<file path="src/hdl/hazard_params.svh">
`ifndef HAZARD_PARAMS_SVH
`define HAZARD_PARAMS_SVH

// register file index width
// 32 registers, x0 is never a real dependency
`define HAZD_REG_IDX_WIDTH 5

// IF, ID, EX, MEM, WB
`define HAZD_STAGE_CNT 5

// bubbles pumped in before a pause takes hold
// one per stage so the whole pipe is empty
`define HAZD_DRAIN_LEN `HAZD_STAGE_CNT

`endif

</file>
<file path="src/hdl/pipeline_pkg.sv">
`default_nettype none

`include "hazard_params.svh"

package pipeline_pkg;

    // control code sent to each stage register
    typedef enum logic [1:0] {
        NORMAL = 2'b00,                                 // latch as usual
        RETRY  = 2'b01,                                 // hold current contents
        NO_OP  = 2'b10                                  // load a bubble
    } hazd_ctl_e;

    // one code per stage register, if first
    typedef struct packed {
        hazd_ctl_e if_ctl;
        hazd_ctl_e id_ctl;
        hazd_ctl_e ex_ctl;
        hazd_ctl_e mem_ctl;
        hazd_ctl_e wb_ctl;
    } stage_ctl_t;

    // status flags coming back from the stage registers
    typedef struct packed {
        logic if_no_op;                                 // if stage holds a bubble
        logic id_no_op;                                 // id stage holds a bubble
        logic ex_no_op;                                 // ex stage holds a bubble
        logic mem_no_op;                                // mem stage holds a bubble
        logic ex_mem_read;                              // ex instr is a load
        logic ex_reg_write;                             // ex instr writes the reg file
        logic mem_reg_write;                            // mem instr writes the reg file
    } stage_status_t;

    // register indices seen by the hazard check
    typedef struct packed {
        logic [`HAZD_REG_IDX_WIDTH-1:0] id_src1;        // first source in id
        logic [`HAZD_REG_IDX_WIDTH-1:0] id_src2;        // second source in id
        logic [`HAZD_REG_IDX_WIDTH-1:0] id_dest;        // dest, or data reg of a store
        logic [`HAZD_REG_IDX_WIDTH-1:0] ex_dest;        // dest of the ex instr
        logic [`HAZD_REG_IDX_WIDTH-1:0] mem_dest;       // dest of the mem instr
    } reg_idx_t;

endpackage

`default_nettype wire
</file>
<file path="src/hdl/issue_pkg.sv">
`default_nettype none

package issue_pkg;

    // what the cpu as a whole is doing
    typedef enum logic [1:0] {
        IDLE      = 2'b00,                              // one cycle after reset for fetch
        EXECUTE   = 2'b01,                              // normal flow
        HAZARD    = 2'b10,                              // data stall or user pause
        INTERRUPT = 2'b11                               // waiting on keypad input
    } cpu_state_e;

    // reason for the current hold, also shown on the display
    typedef enum logic [2:0] {
        NONE   = 3'd0,
        DATA   = 3'd1,                                  // load-use or branch dependency
        PAUSE  = 3'd2,                                  // user pause, pipe drained
        UART   = 3'd3,                                  // uart rewrite in progress
        KEYPAD = 3'd4                                   // keypad input pending
    } issue_e;

    // control state saved on keypad entry, put back on enter
    typedef struct packed {
        issue_e                 issue;
        cpu_state_e             state;
        pipeline_pkg::stage_ctl_t ctl;
    } snapshot_t;

endpackage

`default_nettype wire

</file>
<file path="src/hdl/data_hazard_detector.sv">
`default_nettype none
`timescale 1ns/10ps

`include "hazard_params.svh"

module data_hazard_detector (
    input  pipeline_pkg::reg_idx_t      reg_idx,            // indices from id, ex and mem
    input  pipeline_pkg::stage_status_t stage_status,       // bubble and enable flags
    input  logic                        branch_instruction, // id holds a branch
    input  logic                        store_instruction,  // id holds a store
    output logic                        data_hazard         // stall needed this cycle
);

    localparam logic [`HAZD_REG_IDX_WIDTH-1:0] REG_ZERO = '0; // x0, never a dependency

    logic src1_valid;
    logic src2_valid;
    logic mem_live;
    logic ex_live;
    logic mem_conflict;
    logic ex_conflict;
    logic store_conflict;

    assign src1_valid = (reg_idx.id_src1 != REG_ZERO);     // source 1 really read
    assign src2_valid = (reg_idx.id_src2 != REG_ZERO);     // source 2 really read

    // a stage only matters if it writes back and is not a bubble
    assign mem_live = stage_status.mem_reg_write & ~stage_status.mem_no_op;
    assign ex_live  = stage_status.ex_reg_write  & ~stage_status.ex_no_op;

    assign mem_conflict = mem_live &
                          ((src1_valid & (reg_idx.id_src1 == reg_idx.mem_dest)) |
                           (src2_valid & (reg_idx.id_src2 == reg_idx.mem_dest)));

    // store data register is read late, compared against ex only
    assign store_conflict = store_instruction & (reg_idx.id_dest == reg_idx.ex_dest);

    assign ex_conflict = (ex_live &
                          ((src1_valid & (reg_idx.id_src1 == reg_idx.ex_dest)) |
                           (src2_valid & (reg_idx.id_src2 == reg_idx.ex_dest)))) |
                         store_conflict;

    // branches resolve in id so both later stages count
    // an alu op only waits on a load still in ex
    assign data_hazard = (branch_instruction & (ex_conflict | mem_conflict)) |
                         (stage_status.ex_mem_read & ex_conflict);

endmodule

`default_nettype wire

</file>
<file path="src/hdl/hazard_unit.sv">
`default_nettype none
`timescale 1ns/10ps

module hazard_unit (
    input  logic                        clk,
    input  logic                        rst_n,
    input  logic                        branch_instruction, // id holds a branch
    input  logic                        store_instruction,  // id holds a store
    input  pipeline_pkg::stage_status_t stage_status,       // from the stage registers
    input  pipeline_pkg::reg_idx_t      reg_idx,            // from decode and later stages
    input  logic                        cpu_pause,          // from the input unit
    input  logic                        input_enable,       // from data memory
    input  logic                        input_complete,     // from the input unit
    input  logic                        uart_write_enable,  // from the uart unit
    input  logic                        uart_complete,      // from the uart unit
    output pipeline_pkg::stage_ctl_t    stage_ctl,          // to each stage register
    output issue_pkg::issue_e           issue_type,         // to the display
    output logic                        uart_disable,       // to uart and both memories
    output logic                        ignore_pause,       // to the input unit
    output logic                        pc_reset,           // to instruction memory
    output logic                        ignore_no_op        // to each stage register
);

    import issue_pkg::*;

    logic      data_hazard;
    logic      snap_take;
    snapshot_t snap_value;
    snapshot_t snap_held;

    data_hazard_detector u_detector (
        .reg_idx            (reg_idx),
        .stage_status       (stage_status),
        .branch_instruction (branch_instruction),
        .store_instruction  (store_instruction),
        .data_hazard        (data_hazard)
    );

    interrupt_snapshot u_snapshot (
        .clk          (clk),
        .rst_n        (rst_n),
        .snap_take    (snap_take),
        .snap_value   (snap_value),
        .stage_status (stage_status),
        .snap_held    (snap_held)
    );

    issue_controller u_controller (
        .clk               (clk),
        .rst_n             (rst_n),
        .data_hazard       (data_hazard),
        .cpu_pause         (cpu_pause),
        .input_enable      (input_enable),
        .input_complete    (input_complete),
        .uart_write_enable (uart_write_enable),
        .uart_complete     (uart_complete),
        .snap_held         (snap_held),
        .snap_take         (snap_take),
        .snap_value        (snap_value),
        .stage_ctl         (stage_ctl),
        .issue_type        (issue_type),
        .uart_disable      (uart_disable),
        .ignore_pause      (ignore_pause),
        .pc_reset          (pc_reset),
        .ignore_no_op      (ignore_no_op)
    );

endmodule

`default_nettype wire

</file>
<file path="src/hdl/interrupt_snapshot.sv">
`default_nettype none
`timescale 1ns/10ps

module interrupt_snapshot (
    input  logic                        clk,
    input  logic                        rst_n,
    input  logic                        snap_take,      // pulse on keypad entry
    input  issue_pkg::snapshot_t        snap_value,     // state the cycle would have had
    input  pipeline_pkg::stage_status_t stage_status,   // bubble flags at entry
    output issue_pkg::snapshot_t        snap_held       // saved state for restore
);

    import pipeline_pkg::*;
    import issue_pkg::*;

    snapshot_t snap_masked;

    // a stage fed by a bubble must come back as a bubble
    always_comb begin
        snap_masked = snap_value;                           // if_ctl and issue/state pass as is
        if (stage_status.if_no_op) begin
            snap_masked.ctl.id_ctl = NO_OP;
        end
        if (stage_status.id_no_op) begin
            snap_masked.ctl.ex_ctl = NO_OP;
        end
        if (stage_status.ex_no_op) begin
            snap_masked.ctl.mem_ctl = NO_OP;
        end
        if (stage_status.mem_no_op) begin
            snap_masked.ctl.wb_ctl = NO_OP;
        end
    end

    always_ff @(posedge clk) begin
        if (!rst_n) begin
            snap_held <= '0;                                // idle, none, all normal
        end else if (snap_take) begin
            snap_held <= snap_masked;                       // kept until the next interrupt
        end
    end

endmodule

`default_nettype wire

</file>
<file path="src/hdl/issue_controller.sv">
`default_nettype none
`timescale 1ns/10ps

`include "hazard_params.svh"

module issue_controller (
    input  logic                     clk,
    input  logic                     rst_n,
    input  logic                     data_hazard,       // from the detector
    input  logic                     cpu_pause,         // user holds pause
    input  logic                     input_enable,      // keypad input requested
    input  logic                     input_complete,    // user pressed enter
    input  logic                     uart_write_enable, // uart is writing memory
    input  logic                     uart_complete,     // uart rewrite done
    input  issue_pkg::snapshot_t     snap_held,         // saved state to restore
    output logic                     snap_take,         // capture pulse
    output issue_pkg::snapshot_t     snap_value,        // state without the interrupt
    output pipeline_pkg::stage_ctl_t stage_ctl,         // per-stage codes
    output issue_pkg::issue_e        issue_type,        // to the display
    output logic                     uart_disable,      // uart held in reset
    output logic                     ignore_pause,      // resume blocked during uart
    output logic                     pc_reset,          // one-cycle pc clear
    output logic                     ignore_no_op       // stages ignore stale bubbles
);

    import pipeline_pkg::*;
    import issue_pkg::*;

    localparam int CNT_W = $clog2(`HAZD_DRAIN_LEN + 1);
    localparam logic [CNT_W-1:0] DRAIN_LAST = CNT_W'(`HAZD_DRAIN_LEN);

    localparam stage_ctl_t CTL_ALL_NORMAL = stage_ctl_t'({`HAZD_STAGE_CNT{NORMAL}});
    localparam stage_ctl_t CTL_ALL_NO_OP  = stage_ctl_t'({`HAZD_STAGE_CNT{NO_OP}});

    cpu_state_e       cpu_state;
    logic [CNT_W-1:0] drain_cnt;                            // bubbles pumped so far

    cpu_state_e       nxt_state;
    issue_e           nxt_issue;
    stage_ctl_t       nxt_ctl;
    logic [CNT_W-1:0] nxt_cnt;
    logic             nxt_uart_disable;
    logic             nxt_ignore_pause;
    logic             nxt_pc_reset;
    logic             nxt_ignore_no_op;
    logic             in_pipe;                              // pipeline is moving or stalled on data

    assign in_pipe = (cpu_state == EXECUTE) ||
                     ((cpu_state == HAZARD) && (issue_type == DATA));

    always_comb begin
        nxt_state        = cpu_state;                       // hold by default
        nxt_issue        = issue_type;
        nxt_ctl          = stage_ctl;
        nxt_cnt          = drain_cnt;
        nxt_uart_disable = uart_disable;
        nxt_ignore_pause = ignore_pause;
        nxt_pc_reset     = pc_reset;
        nxt_ignore_no_op = ignore_no_op;
        snap_take        = 1'b0;

        // first cycle back from the keypad drops the restored codes
        if (in_pipe && ignore_no_op) begin
            nxt_ignore_no_op = 1'b0;
            nxt_ctl          = CTL_ALL_NORMAL;
        end

        case (cpu_state)
            EXECUTE: begin
                if (data_hazard) begin                      // data stall wins over pause
                    nxt_issue      = DATA;
                    nxt_state      = HAZARD;
                    nxt_ctl.if_ctl = RETRY;                 // refetch same pc
                    nxt_ctl.id_ctl = RETRY;                 // keep dependent instr
                    nxt_ctl.ex_ctl = NO_OP;                 // bubble into ex
                end else if (cpu_pause) begin
                    nxt_ctl.if_ctl = NO_OP;                 // drain with bubbles
                    if (drain_cnt == DRAIN_LAST) begin      // pipe is empty now
                        nxt_cnt          = '0;
                        nxt_issue        = PAUSE;
                        nxt_state        = HAZARD;
                        nxt_uart_disable = 1'b0;            // uart may rewrite
                    end else begin
                        nxt_cnt = drain_cnt + 1'b1;
                    end
                end else begin
                    nxt_cnt        = '0;                    // pause dropped mid drain
                    nxt_ctl.if_ctl = NORMAL;
                end
            end
            HAZARD, INTERRUPT: begin
                case (issue_type)
                    DATA: begin
                        if (!data_hazard) begin             // dependency resolved
                            nxt_issue      = NONE;
                            nxt_state      = EXECUTE;
                            nxt_ctl.if_ctl = NORMAL;
                            nxt_ctl.id_ctl = NORMAL;
                            nxt_ctl.ex_ctl = NORMAL;
                            if (cpu_pause) begin
                                nxt_ctl.if_ctl = NO_OP;     // keep draining
                                nxt_cnt        = drain_cnt + 1'b1;
                            end else begin
                                nxt_cnt = '0;
                            end
                        end
                    end
                    PAUSE: begin
                        nxt_pc_reset = 1'b0;                // end of the pc_reset pulse
                        if (uart_write_enable) begin
                            nxt_issue        = UART;
                            nxt_ignore_pause = 1'b1;        // no resume mid rewrite
                        end else if (!cpu_pause) begin
                            nxt_uart_disable = 1'b1;
                            if (cpu_state == HAZARD) begin
                                nxt_issue      = NONE;
                                nxt_state      = EXECUTE;
                                nxt_ctl.if_ctl = NORMAL;    // fetch resumes
                            end else begin
                                nxt_issue = KEYPAD;         // still waiting on enter
                            end
                        end
                    end
                    UART: begin
                        if (uart_complete) begin
                            nxt_issue        = PAUSE;
                            nxt_ignore_pause = 1'b0;
                            nxt_pc_reset     = 1'b1;        // new program starts at 0
                        end
                    end
                    KEYPAD: begin
                        if (input_complete) begin
                            nxt_issue        = snap_held.issue;
                            nxt_state        = snap_held.state;
                            nxt_ctl          = snap_held.ctl;
                            nxt_ignore_no_op = 1'b1;        // trust the snapshot only
                        end else if (cpu_pause) begin
                            nxt_issue        = PAUSE;
                            nxt_uart_disable = 1'b0;
                        end
                    end
                    default: ;
                endcase
            end
            default: begin
                nxt_state = EXECUTE;                        // idle lasts one cycle
            end
        endcase

        // what the cycle would have done without the interrupt
        snap_value.issue = nxt_issue;
        snap_value.state = nxt_state;
        snap_value.ctl   = nxt_ctl;

        if (in_pipe && input_enable) begin                  // freeze everything for input
            snap_take = 1'b1;
            nxt_issue = KEYPAD;
            nxt_state = INTERRUPT;
            nxt_ctl   = CTL_ALL_NO_OP;
        end
    end

    always_ff @(posedge clk) begin
        if (!rst_n) begin
            cpu_state    <= IDLE;
            issue_type   <= NONE;
            stage_ctl    <= CTL_ALL_NORMAL;
            drain_cnt    <= '0;
            uart_disable <= 1'b1;                           // uart off while running
            ignore_pause <= 1'b0;
            pc_reset     <= 1'b0;
            ignore_no_op <= 1'b0;
        end else begin
            cpu_state    <= nxt_state;
            issue_type   <= nxt_issue;
            stage_ctl    <= nxt_ctl;
            drain_cnt    <= nxt_cnt;
            uart_disable <= nxt_uart_disable;
            ignore_pause <= nxt_ignore_pause;
            pc_reset     <= nxt_pc_reset;
            ignore_no_op <= nxt_ignore_no_op;
        end
    end

endmodule

`default_nettype wire

</file>
<file path="config.mk">
export PLATFORM = sky130hd
export DESIGN_NAME = hazard_unit
export DESIGN_NICKNAME = d
export VERILOG_FILES = /design/src/hdl/pipeline_pkg.sv /design/src/hdl/issue_pkg.sv /design/src/hdl/data_hazard_detector.sv /design/src/hdl/hazard_unit.sv /design/src/hdl/interrupt_snapshot.sv /design/src/hdl/issue_controller.sv
export VERILOG_INCLUDE_DIRS = /design/src /design/src/hdl
export SDC_FILE = /design/constraint.sdc
export NUM_CORES = 1
export LEC_CHECK = 0
export BUFFER_PORTS_ARGS = -buffer_cell sky130_fd_sc_hd__buf_2
export CORE_ASPECT_RATIO = 0.75
export CORE_MARGIN = 2
export CORE_UTILIZATION = 49
export CTS_CLUSTER_DIAMETER = 50
export DETAILED_ROUTE_END_ITERATION = 12
export PLACE_DENSITY_LB_ADDON = 0.3
export SYNTH_ARGS = -nofsm -noshare
export SYNTH_HDL_FRONTEND = slang
export SYNTH_SLANG_ARGS = --single-unit
export TNS_END_PERCENT = 50
</file>
<file path="constraint.sdc">
create_clock -name clk -period 5.3 [get_ports clk]
set_input_delay 0.795 -clock clk [delete_from_list [all_inputs] [get_ports clk]]
set_output_delay 0.795 -clock clk [all_outputs]
set_load 0.02 [all_outputs]
</file>
Yosys cells after proc, flatten, opt, wreduce, memory -nomap -nowiden:

Index checks and enable logic that the tools add are counted.

* memories kept: 0
* bits in writable memories: 0
* bits in read-only memories: 0
* bits in registers: 37
* latch bits: 0
* word-level logic and storage cells: 153
* bits of input ports: 41

* multipliers: 0
* equality and inequality tests: 25
* magnitude comparators: 0
* reduce and logical (&&, ||, !) cells: 14
* bitwise operators: 19
* $add $sub $neg: 1
* shift operators: 0
* divide/modulo/power cells: 0
* mux-type cells: 69

Operators with widths (count)
* 3-bit two-way mux: 17
* 2-bit two-way mux: 18
* 10-bit two-way mux: 3
* 5-bit == test: 5
* 1-bit two-way mux: 15
* 3-bit != test (second input constant): 5
* 4-bit two-way mux: 3
* 2-bit != test (second input constant): 6
* 2-bit one-hot mux with 3 select lines: 2
* 3-bit one-hot mux with 2 select lines: 2
* 3-bit one-hot mux with 4 select lines: 1
* 6-bit one-hot mux with 2 select lines: 1
* 1-bit bitwise AND: 11
* 5-bit nonzero test: 2
* 9-bit AND reduction: 1
* 1-bit one-hot mux with 2 select lines: 4
* 4-bit one-hot mux with 2 select lines: 1
* 4-bit AND reduction: 2
* 3-bit by 2-bit == test with 1-bit output (second input constant): 2
* 3-bit == test (second input constant): 2
* 6-bit two-way mux: 1
* 1-bit bitwise OR: 5
* 2-bit == test (second input constant): 2
* 2-bit one-hot mux with 2 select lines: 1
* 10 further kinds: 16

Logic depth before layout (Yosys ltp):

Gate-level depths: netlist (run 1).

* depth in word-level cells: 12
* depth in mapped cells: 9
* gate-level depth less buffers: 8

Modules after synthesis:

Synthesis (run 1) repeated with hierarchy kept, for this count alone.

* cells, all modules: 286
* area, all modules: 2372.3 µm²

Modules (own cells, without submodules)
* issue_controller: area an instance 1428.9 µm², instances 1, cells each 185
* interrupt_snapshot: area an instance 600.6 µm², instances 1, cells each 58
* data_hazard_detector: area an instance 342.8 µm², instances 1, cells each 43

Least setup slack after synthesis (run 1):

No wires, ideal clock.

* kind: input port to flip-flop
* from: in reg_idx[15] (netlist name)
* to: reg, netlist name u_snapshot.snap_held[9]
* arrival: 2.741 ns
* path buffers: 0
* cell stages on the path: 8
* setup slack: 2.501 ns
* cells stage by stage: or4_1 > nor2_1 > or4_1 > a211oi_2 > a311oi_4 > mux2_2 > a211oi_1 > o21a_1

* cells in the longest elaborated chain, start to end: 11
* elaborated cells between the ends (all ways): 18
* classes of those cells: eq/ne: 2; mux: 4; bitwise: 11; reduce/logical: 1

Ends and longest elaborated chain
* start, declared: line hazard_unit.sv:10 `input pipeline_pkg::reg_idx_t reg_idx,`
* 5-bit == test or 5-bit nonzero test (tied branches): line data_hazard_detector.sv:40, data_hazard_detector.sv:25
* 1-bit bitwise AND: line data_hazard_detector.sv:40 `(src2_valid & (reg_idx.id_src2 == reg_idx.ex_dest)))) |`
* 1-bit bitwise OR: line data_hazard_detector.sv:39 `((src1_valid & (reg_idx.id_src1 == reg_idx.ex_dest)) |`
* 1-bit bitwise AND: line data_hazard_detector.sv:38 `assign ex_conflict = (ex_live &`
* 1-bit bitwise OR: line data_hazard_detector.sv:40
* 1-bit bitwise OR: line data_hazard_detector.sv:45 `assign data_hazard = (branch_instruction & (ex_conflict | mem_conflict)) |`
* 1-bit bitwise AND: line data_hazard_detector.sv:45
* 1-bit bitwise OR *: line data_hazard_detector.sv:45
* 6-bit two-way mux: line issue_controller.sv:94 `if (!data_hazard) begin`
* 2-bit one-hot mux with 3 select lines: line issue_controller.sv:92 `case (issue_type)`
* 6-bit one-hot mux with 2 select lines *: line issue_controller.sv:68 `case (cpu_state)`

Mark *: on every way between the ends. The rest lies on a longest branch, timed or not.
A chain may end at the register's enable or synchronous reset.

Worst setup path after layout (run 1):

* from: reg u_controller.cpu_state[1]
* to: reg, netlist name u_snapshot.snap_held[8]

* cells in the longest elaborated chain, start to end: 10
* elaborated cells between the ends (all ways): 17
* classes of those cells: eq/ne: 3; mux: 9; reduce/logical: 5

Ends and longest elaborated chain
* start, declared: line issue_controller.sv:35 `cpu_state_e cpu_state;`
* start signal, assigned: line issue_controller.sv:174 `cpu_state <= nxt_state;`
* 2-bit == test: line issue_controller.sv:49, issue_controller.sv:68, issue_controller.sv:115
* 1-bit logical AND: line issue_controller.sv:49 `((cpu_state == HAZARD) && (issue_type == DATA));`
* 1-bit logical OR: line issue_controller.sv:48 `assign in_pipe = (cpu_state == EXECUTE) ||`
* 1-bit logical AND: line issue_controller.sv:63 `if (in_pipe && ignore_no_op) begin`
* 10-bit two-way mux: line issue_controller.sv:63
* 2-bit two-way mux: line issue_controller.sv:115 `if (cpu_state == HAZARD) begin`
* 2-bit two-way mux: line issue_controller.sv:113 `end else if (!cpu_pause) begin`
* 2-bit two-way mux: line issue_controller.sv:110 `if (uart_write_enable) begin`
* 2-bit one-hot mux with 3 select lines: line issue_controller.sv:92
* 6-bit one-hot mux with 2 select lines: line issue_controller.sv:68

Several ways; a longest one is shown, not always the timed one.

==> results of run 1 <==
synth_stat cells, drive strengths merged (2+ instances only):
cell / count
nor2: 41
dfxtp: 37
nand2: 36
a21oi: 25
o21ai: 25
clkbuf: 18
nor3: 18
xor2: 15
nand3: 13
xnor2: 10
inv: 8
o22ai: 5
or3: 5
a211oi: 4
a31oi: 4
a32oi: 4
a21o: 3
and2: 3
nand2b: 3
nand4: 3
nor2b: 3
or4: 3
ha: 2
nor4: 2
o211ai: 2
o21a: 2
o221ai: 2
power by group:
part	leakage (nW)	switching [mW]	total [mW]	internal (mW)
clock	0.0374	0.103	0.196	0.0926
combinational	0.719	0.0975	0.160	0.0623
sequential	0.302	0.0219	0.317	0.295
total	1.06	0.222	0.673	0.450
layout make-up:
class | count | area, um^2 | share of cell area (%)
multi-input combinational | 246 | 1450 | 54.2
inverter | 9 | 33.8 | 1.26
tap | 57 | 71.3 | 2.66
clock buffer | 6 | 72.6 | 2.71
sequential | 37 | 741 | 27.6
clock inverter | 2 | 15.0 | 0.560
timing repair buffer | 58 | 293 | 10.9
cell families (layout without fill, tap and decap cells):
family | Yosys count | count (layout) | synth area share [%]
compound gates | 84 | 84 | 24.7
xor+xnor | 25 | 25 | 9.49
fa+ha+maj | 2 | 2 | 1.08
buf+inv | 28 | 75 | 4.88
flops | 37 | 37 | 32.1
mux | 1 | 1 | 0.488
simple gates | 134 | 134 | 27.2
worst max path at each step:
stage | depth (start not counted) | start | end
global route | 8 | u_controller.cpu_state[1] | u_snapshot.snap_held[8]
finish | 8 | u_controller.cpu_state[1] | u_snapshot.snap_held[8]
detailed placement | 9 | reg_idx[15] | u_snapshot.snap_held[9]
floorplan | 8 | reg_idx[15] | u_snapshot.snap_held[9]
global placement | 9 | reg_idx[15] | u_snapshot.snap_held[9]
CTS | 8 | u_controller.cpu_state[1] | u_snapshot.snap_held[8]
stage by stage:
stage          worst slack, ns  instances  total power, mW  hold slack (ns)  utilization, %
6_report                  2.02        415            0.673            0.474            59.6
5_1_grt                   1.75        415            0.711            0.492            59.6
4_1_cts                   2.08        415            0.677            0.473            59.6
3_5_place_dp              1.88        407            0.480            0.460            57.7
3_3_place_gp              1.94        407            0.478            0.456            57.7
2_1_floorplan             2.50        311            0.425            0.440               -
sequential cells by signal (all words and copies together) (netlist names):
register and count:
u_controller.cpu_state 2, u_controller.drain_cnt 3, u_controller.ignore_no_op 1, u_controller.ignore_pause 1, u_controller.issue_type 3, u_controller.pc_reset 1, u_controller.stage_ctl 10, u_controller.uart_disable 1
u_snapshot.snap_held 15
worst max-delay path, stage by stage (launching register included):
cell,delay (ns)
dfxtp_1,0.92
nand4bb_1,0.20
o21ai_0,0.48
nand2_1,0.45
a32oi_1,0.44
o22ai_1,0.11
nor2b_1,0.17
nor3_1,0.24
a21oi_1,0.11
per-layer routing:
metal  track usage [%]  wire (um)  vias up
met3              4.46        603       10
met2              35.2       2750      114
li1                  -          -     1198
met4              8.20         70        0
met1              35.4       2890     1103
met5                 0          0        -
==> flow_summary.json, run 1 <==
{
  "status": "finished clean",
  "dpl-instance-area_um2": 2590,
  "syn_area_um2": 2310,
  "viasPerCell": 5.84,
  "ios": 58,
  "grt_pass1_vias": 2145,
  "cts.sink_count": 37,
  "async_flop_share_pct": 0,
  "tns_ns": 0,
  "syn2layout_area_growth_pct": 16.2,
  "syn_nets": 354,
  "die_y_um": 63.4,
  "drive_gt1_share_pct": 21.2,
  "antenna_cells": 0,
  "ctsResizeCount": 0,
  "final_common_cell": "buf_2",
  "synth-seq-area-share_pct": 32.1,
  "clock-skew-final_ns": 0.00632,
  "synth.distinct_cells": 49,
  "min_to": "u_snapshot.snap_held[11]",
  "insertion_delay_ns": 0.29,
  "coreArea_um2": 4490,
  "post-route-period-util_pct": 61.8,
  "rows": 21,
  "fmax_mhz": 305,
  "ys_warn_count": 0,
  "cts_buffers": 5,
  "gr-total-overflow": 0,
  "grt.total_usage_pct": 24.1,
  "drc": 0,
  "max-vdd-ir-drop_mv": 0.189,
  "grt_max_degree": 29,
  "cts_root_buf": "clkbuf_8",
  "cts_tree": "yes",
  "gp_congestion": 0.920,
  "hp-class": "reg -> reg",
  "rsz0062_at_grt": "false",
  "dieWidth_um": 83.2,
  "yosysTopAreaCell": "dfxtp_1",
  "r2r-start": "u_controller.cpu_state[1]",
  "crit_required_ns": 5.45,
  "synth_edf_count": 0,
  "ff2ff_path_depth": 8,
  "cap_violations": 0,
  "final_cell_mix": "buf_2 (57), nor2_1 (40), dfxtp_1 (37)",
  "worst_slew_pin_slew_ns": 0.913,
  "max-slew-margin-rel_pct": 39.1,
  "critical_path_peak_fanout": 28,
  "r2r_end": "u_snapshot.snap_held[8]",
  "avgSynthCellArea_um2": 7.42,
  "p_leak_nw": 1.06,
  "slew_viol_final": 0,
  "dr_total_vias": 2425,
  "die_area_um2": 5280,
  "initial_core_util_pct": 51.4,
  "hold-path-cell-count": 2,
  "hold_buffers": 0,
  "setup_violations": 0,
  "fin_nets": 400,
  "avgRoutedWirePerCell_um": 15.2,
  "dp_hpwl_mm": 4.61,
  "synth_top_area_share_pct": 32.1,
  "wirelength_mm": 6.31,
  "synthCells": 311,
  "fillers": 433,
  "hp-start": "u_snapshot.snap_held[11]",
  "reg2reg_setup_slack_ns": 2.02,
  "cp_data_arrival_time_ns": 3.43,
  "drtIter0Drc": 261,
  "port_buffers": 57,
  "cts-htree-levels": 2,
  "start_kind": "register",
  "grt_pass1_wl_mm": 10.5,
  "yosys_most_used_dff": "dfxtp_1",
  "antenna_found_initial": 0,
  "clkTransAtPathRegs_ns": 0.08,
  "clk_path_buf_depth": 2,
  "synthTopCellsByArea": "dfxtp_1 (32%), nor2_1 (6.5%), nand2_1 (5.7%)",
  "postLayoutCellArea_um2": 2680,
  "first_pass_iters": 5,
  "ys_ff_latch": 37,
  "powerDensity_nw_per_um2": 251,
  "worst-setup-path-type": "reg -> reg",
  "ant_nets": 0,
  "cts_setup_buffers": 0,
  "hold_viol": 0,
  "endpoint_kind": "register",
  "finalCriticalPeriod_ns": 3.28
}
(Power assumes the default switching activity.)
==> run 2, diff against run 1 <==
- CORE_UTILIZATION: 49 -> 48
- clock period: 5.3 -> 2.65 ns (I/O delays scaled with it)
==> run 2 against run 1 <==
Against the previous run:
- combinational power up 120%
- die area is 2.0% higher
- setup slack got worse by 1.8 ns
- via count rose by 1.1%
- final cell count is 2.9% higher
- clock skew rose by 0.0033 ns
- first-iteration DRC count fell by 4.6%
- sequential share of layout area fell by 1.0 points
- critical path depth grew 2
- critical path type is now in -> reg
- routed wire length grew 0.40%
==> flow_summary.json, run 2 (synthesis gave the netlist of run 1 again) <==
{
  "status": "finished clean",
  "antenna_cells": 0,
  "switching_share_pct": 33.2,
  "gr-total-overflow": 0,
  "final_cell_mix": "buf_2 (57), nor2_1 (40), dfxtp_1 (37)",
  "grt.total_usage_pct": 24.6,
  "critPathTopFamily": "simple AND/OR/NAND/NOR gates",
  "clk_path_buf_depth": 2,
  "syn2layout_area_growth_pct": 20.7,
  "max-vdd-ir-drop_mv": 0.306,
  "path_buf_inv": 2,
  "setup_violations": 0,
  "max-slew-margin-rel_pct": 55.1,
  "drtIter0Drc": 249,
  "cp.depth": 10,
  "clockPowerShare_pct": 29.2,
  "grt_max_degree": 19,
  "grt_use_met3_pct": 4.65,
  "cts_root_buf": "clkbuf_8",
  "first_pass_iters": 5,
  "dieWidth_um": 84.1,
  "hold_buffers": 0,
  "gr-usage-met2_pct": 36.8,
  "slowest_stage": "or4_4",
  "tns_ns": 0,
  "p_sw_mw": 0.457,
  "final_common_cell": "buf_2",
  "p_leak_nw": 1.13,
  "port_buffers": 57,
  "grt.busiest_layer": "met2",
  "finalCriticalPeriod_ns": 2.39,
  "dr_total_vias": 2451,
  "cts_setup_buffers": 0,
  "crit_required_ns": 2.84,
  "ios": 58,
  "dpl-instance-area_um2": 2700,
  "regMostFlops": "u_snapshot.snap_held",
  "initial_core_util_pct": 50.8,
  "slew_viol_final": 0,
  "start_kind": "primary input",
  "hold_viol": 0,
  "worst_slew_pin_slew_ns": 0.668,
  "endpoint_kind": "register",
  "antenna_found_initial": 0,
  "dp_hpwl_mm": 4.76,
  "grt_pass1_vias": 2207,
  "p_seq_share_pct": 45.2,
  "cts-htree-levels": 2,
  "critical_path_peak_fanout": 14,
  "clock-skew-final_ns": 0.00966,
  "largest_reg_flops": 15,
  "avgRoutedWirePerCell_um": 14.8,
  "rows": 21,
  "postLayoutCellArea_um2": 2790,
  "hp-class": "in -> reg",
  "drive_gt1_share_pct": 24.1,
  "gr-usage-met1_pct": 35.8,
  "cts_tree": "yes",
  "viasPerCell": 5.74,
  "pwr-share-comb_pct": 25.6,
  "p_int_mw": 0.920,
  "coreArea_um2": 4550,
  "cts.sink_count": 37,
  "ant_nets": 0,
  "path_cells": "buf_2 -> xnor2_1 -> nand3_1 -> or4_4 -> a2111oi_4 -> a311oi_4 -> buf_12 -> nor4b_1 -> o22ai_1 -> o21ba_2",
  "hold-path-cell-count": 2,
  "rsz0062_at_grt": "false",
  "fillers": 421,
  "cp_data_arrival_time_ns": 2.58,
  "drc": 0,
  "ctsResizeCount": 0,
  "die_area_um2": 5380,
  "die_y_um": 64.0,
  "gp_congestion": 0.915,
  "post-route-period-util_pct": 90.2,
  "insertion_delay_ns": 0.30,
  "cts_buffers": 5,
  "fin_nets": 412,
  "worst-setup-path-type": "in -> reg",
  "wirelength_mm": 6.34,
  "cpPeakStageDelay_ns": 0.50,
  "largestRegisters": "u_snapshot.snap_held: 15 flops, u_controller.stage_ctl: 10 flops",
  "ff2ff_path_depth": 9,
  "grt_pass1_wl_mm": 10.6,
  "powerDensity_nw_per_um2": 494,
  "cap_violations": 0,
  "utilization_pct": 61.3,
  "fmax_mhz": 419,
  "clkTransAtPathRegs_ns": 0.08,
  "p_total_mw": 1.38
}
[run 2: path summary, 6_finish.rpt]
path | start | to | slack, ns
setup / recovery | reg_idx[8] | u_snapshot.snap_held[10] | 0.26
hold / removal | stage_status[6] | u_snapshot.snap_held[6] | 0.33
setup reg to reg | u_controller.cpu_state[1] | u_snapshot.snap_held[6] | 0.30
hold reg to reg | u_controller.drain_cnt[1] | u_controller.drain_cnt[1] | 0.48
[run 2: routing by layer]
metal / part of all wire, % / vias to the layer above
li1: - / 1217
met1: 48 / 1138
met2: 44 / 92
met3: 6.9 / 4
met4: 0.99 / 0
met5: 0 / -
[run 2: stage by stage]
stage          setup WS, ns  instances  hold WS, ns
2_1_floorplan         0.249        311        0.440
3_3_place_gp         0.0701        419        0.457
3_5_place_dp        -0.0492        419        0.465
4_1_cts               0.273        427        0.321
5_1_grt               0.102        427        0.320
6_report              0.261        427        0.325
[run 2: layout make-up]
cell class,count,area [um^2],area share (%)
clock buffer,5,68.8,2.47
clock inverter,3,21.3,0.764
inverter,9,33.8,1.21
multi-input combinational,246,1450,52.2
sequential,37,741,26.6
tap,57,71.3,2.56
timing repair buffer,70,395,14.2
[run 2: worst register-to-register path, stage by stage (launching register included)]
cell and delay [ns]:
dfxtp_1 0.58, nand4bb_1 0.21, o21ai_0 0.27, nand2_1 0.27
buf_4 0.25, a21o_1 0.18, a32oi_1 0.15, a21oi_1 0.06
a21oi_1 0.19, o41ai_1 0.09
[run 2: power groups by stage]
| stage | clock network, mW | registers, mW | logic, mW |
|---|---|---|---|
| after global routing | 0.442 | 0.626 | 0.392 |
| after detailed placement | 0 | 0.633 | 0.348 |
| after floorplan | 0 | 0.642 | 0.208 |
| final | 0.403 | 0.622 | 0.352 |
| after global placement | 0 | 0.633 | 0.344 |
| after CTS | 0.412 | 0.620 | 0.350 |
==> run 3, diff against run 2 <==
- PLACE_DENSITY: not set -> 0.76
- PLACE_DENSITY_LB_ADDON: 0.3 -> not set
==> run 3 against run 2 <==
Against the previous run:
- count of clock-buffer cells in the layout unchanged
- largest power group unchanged
- sequential power about the same
- total power up 0.55%
- critical path type unchanged
- via count rose by 2.3%
- non-clock buffer count shrank 1
- setup slack gained 0.055 ns
- maximum frequency is 2.4% higher
- critical endpoint is now u_snapshot.snap_held[14]
- critical path depth unchanged
- clock skew fell by 0.0029 ns
- final cell count decreased by 0.23%
- die area unchanged
==> flow_summary.json, run 3 (synthesis gave the netlist of run 1 again) <==
{
  "p_seq_share_pct": 44.9,
  "critical_path_peak_fanout": 14,
  "hp-class": "in -> reg",
  "crit_required_ns": 2.88,
  "die_area_um2": 5380,
  "clk_path_buf_depth": 2,
  "gr-total-overflow": 0,
  "cp_data_arrival_time_ns": 2.56,
  "pwr-share-comb_pct": 25.5,
  "first_pass_iters": 5,
  "worst-setup-path-type": "in -> reg",
  "cts_setup_buffers": 0,
  "grt_max_degree": 20,
  "die_y_um": 64.0,
  "insertion_delay_ns": 0.30,
  "rows": 21,
  "dp_hpwl_mm": 4.88,
  "fmax_mhz": 428,
  "rsz0062_at_grt": "false",
  "finalCriticalPeriod_ns": 2.33,
  "p_leak_nw": 1.13,
  "cts.sink_count": 37,
  "ant_nets": 0,
  "wirelength_mm": 6.55,
  "cap_violations": 0,
  "clock-skew-final_ns": 0.00680,
  "cpMostUsedCell": "or4_1",
  "ios": 58,
  "avgRoutedWirePerCell_um": 15.4,
  "viasPerCell": 5.89,
  "clockPowerShare_pct": 29.6,
  "post-route-period-util_pct": 88.1,
  "drc": 0,
  "syn2layout_area_growth_pct": 20.4,
  "worst_slew_pin_slew_ns": 0.699,
  "hold_viol": 0,
  "drtIter0Drc": 334,
  "regMostFlops": "u_snapshot.snap_held",
  "switching_share_pct": 33.7,
  "status": "finished clean",
  "largestRegisters": "u_snapshot.snap_held: 15 flops, u_controller.stage_ctl: 10 flops",
  "coreArea_um2": 4550,
  "fin_nets": 411,
  "slowest_stage": "or4_1",
  "final_common_cell": "buf_2",
  "slew_viol_final": 0,
  "cts-htree-levels": 2,
  "grt.total_usage_pct": 24.9,
  "port_buffers": 57,
  "antenna_found_initial": 0,
  "worst_slack_ns": 0.316,
  "dr_total_vias": 2508,
  "max-slew-margin-rel_pct": 53.0,
  "cts_buffers": 5,
  "antenna_cells": 0,
  "cts_root_buf": "clkbuf_8",
  "grt_pass1_vias": 2272,
  "p_sw_mw": 0.467,
  "powerDensity_nw_per_um2": 498,
  "place_ws_ns": -0.00488,
  "gp_congestion": 0.907,
  "setup_violations": 0,
  "p_int_mw": 0.917,
  "endpoint_kind": "register",
  "largest_reg_flops": 15,
  "start_kind": "primary input",
  "tns_ns": 0,
  "hold_buffers": 0,
  "cts_tree": "yes",
  "path_cells": "buf_2 -> or4_1 -> nor2_1 -> or4_1 -> a211oi_2 -> a311oi_4 -> buf_12 -> a21oi_2 -> or3_1 -> a21oi_1",
  "max-vdd-ir-drop_mv": 0.350,
  "cpPeakStageDelay_ns": 0.52,
  "dieWidth_um": 84.1,
  "initial_core_util_pct": 50.8,
  "final_cell_mix": "buf_2 (57), nor2_1 (40), dfxtp_1 (37)",
  "clkTransAtPathRegs_ns": 0.08,
  "grt_pass1_wl_mm": 10.7,
  "drive_gt1_share_pct": 23.8,
  "ctsResizeCount": 0
}
-- run 3: cell count changes in the layout (fill, tap and decap cells not counted), sizes merged --
cell	previous run	this run
clkinvlp	1	0
buf	70	69
inv	9	8
clkinv	2	4
-- run 3: final cells by class --
class / instances / area, um^2
clock inverter: 3 / 22.5
inverter: 9 / 33.8
clock buffer: 5 / 68.8
tap: 57 / 71.3
multi-input combinational: 246 / 1450
timing repair buffer: 69 / 388
fill: 427 / 1770
sequential: 37 / 741
-- run 3: power groups by stage --
stage / logic, mW / clock network (mW) / registers (mW)
floorplan: 0.208 / 0 / 0.642
global route: 0.386 / 0.446 / 0.626
global placement: 0.343 / 0 / 0.632
finish: 0.353 / 0.410 / 0.622
detailed placement: 0.346 / 0 / 0.633
CTS: 0.348 / 0.415 / 0.620
-- run 3: final timing paths --
check,endpoint,slack [ns],cells after the start,start
max,u_snapshot.snap_held[14],0.32,10,reg_idx[15]
min,u_snapshot.snap_held[6],0.32,2,stage_status[6]
max reg2reg,u_snapshot.snap_held[8],0.40,8,u_controller.cpu_state[1]
min reg2reg,u_controller.drain_cnt[1],0.48,2,u_controller.drain_cnt[1]
-- run 3: worst max-delay path: cells and delay by family --
kind,cells,cell delay [ns]
AOI/OAI and AO/OA,4,0.66
buffers and inverters,2,0.31
and+or+nand+nor,4,1.18
-- run 3: stage by stage --
| step | instance area [um^2] | util (%) | std cells | hold WS, ns | total power, mW |
|---|---|---|---|---|---|
| after global placement | 2690 | 59.1 | 418 | 0.456 | 0.975 |
| after detailed placement | 2690 | 59.1 | 418 | 0.462 | 0.979 |
| after floorplan | 2310 | - | 311 | 0.440 | 0.850 |
| final | 2780 | 61.1 | 426 | 0.322 | 1.38 |
| after CTS | 2780 | 61.1 | 426 | 0.316 | 1.38 |
| after global routing | 2780 | 61.1 | 426 | 0.315 | 1.46 |
-- run 3: layer usage --
layer	global-route usage, %	up-vias	share of wire, %
li1	-	1222	-
met4	9.88	0	1.1
met1	34.6	1162	46
met2	38.0	120	44
met3	5.04	4	8.2
met5	0	-	0
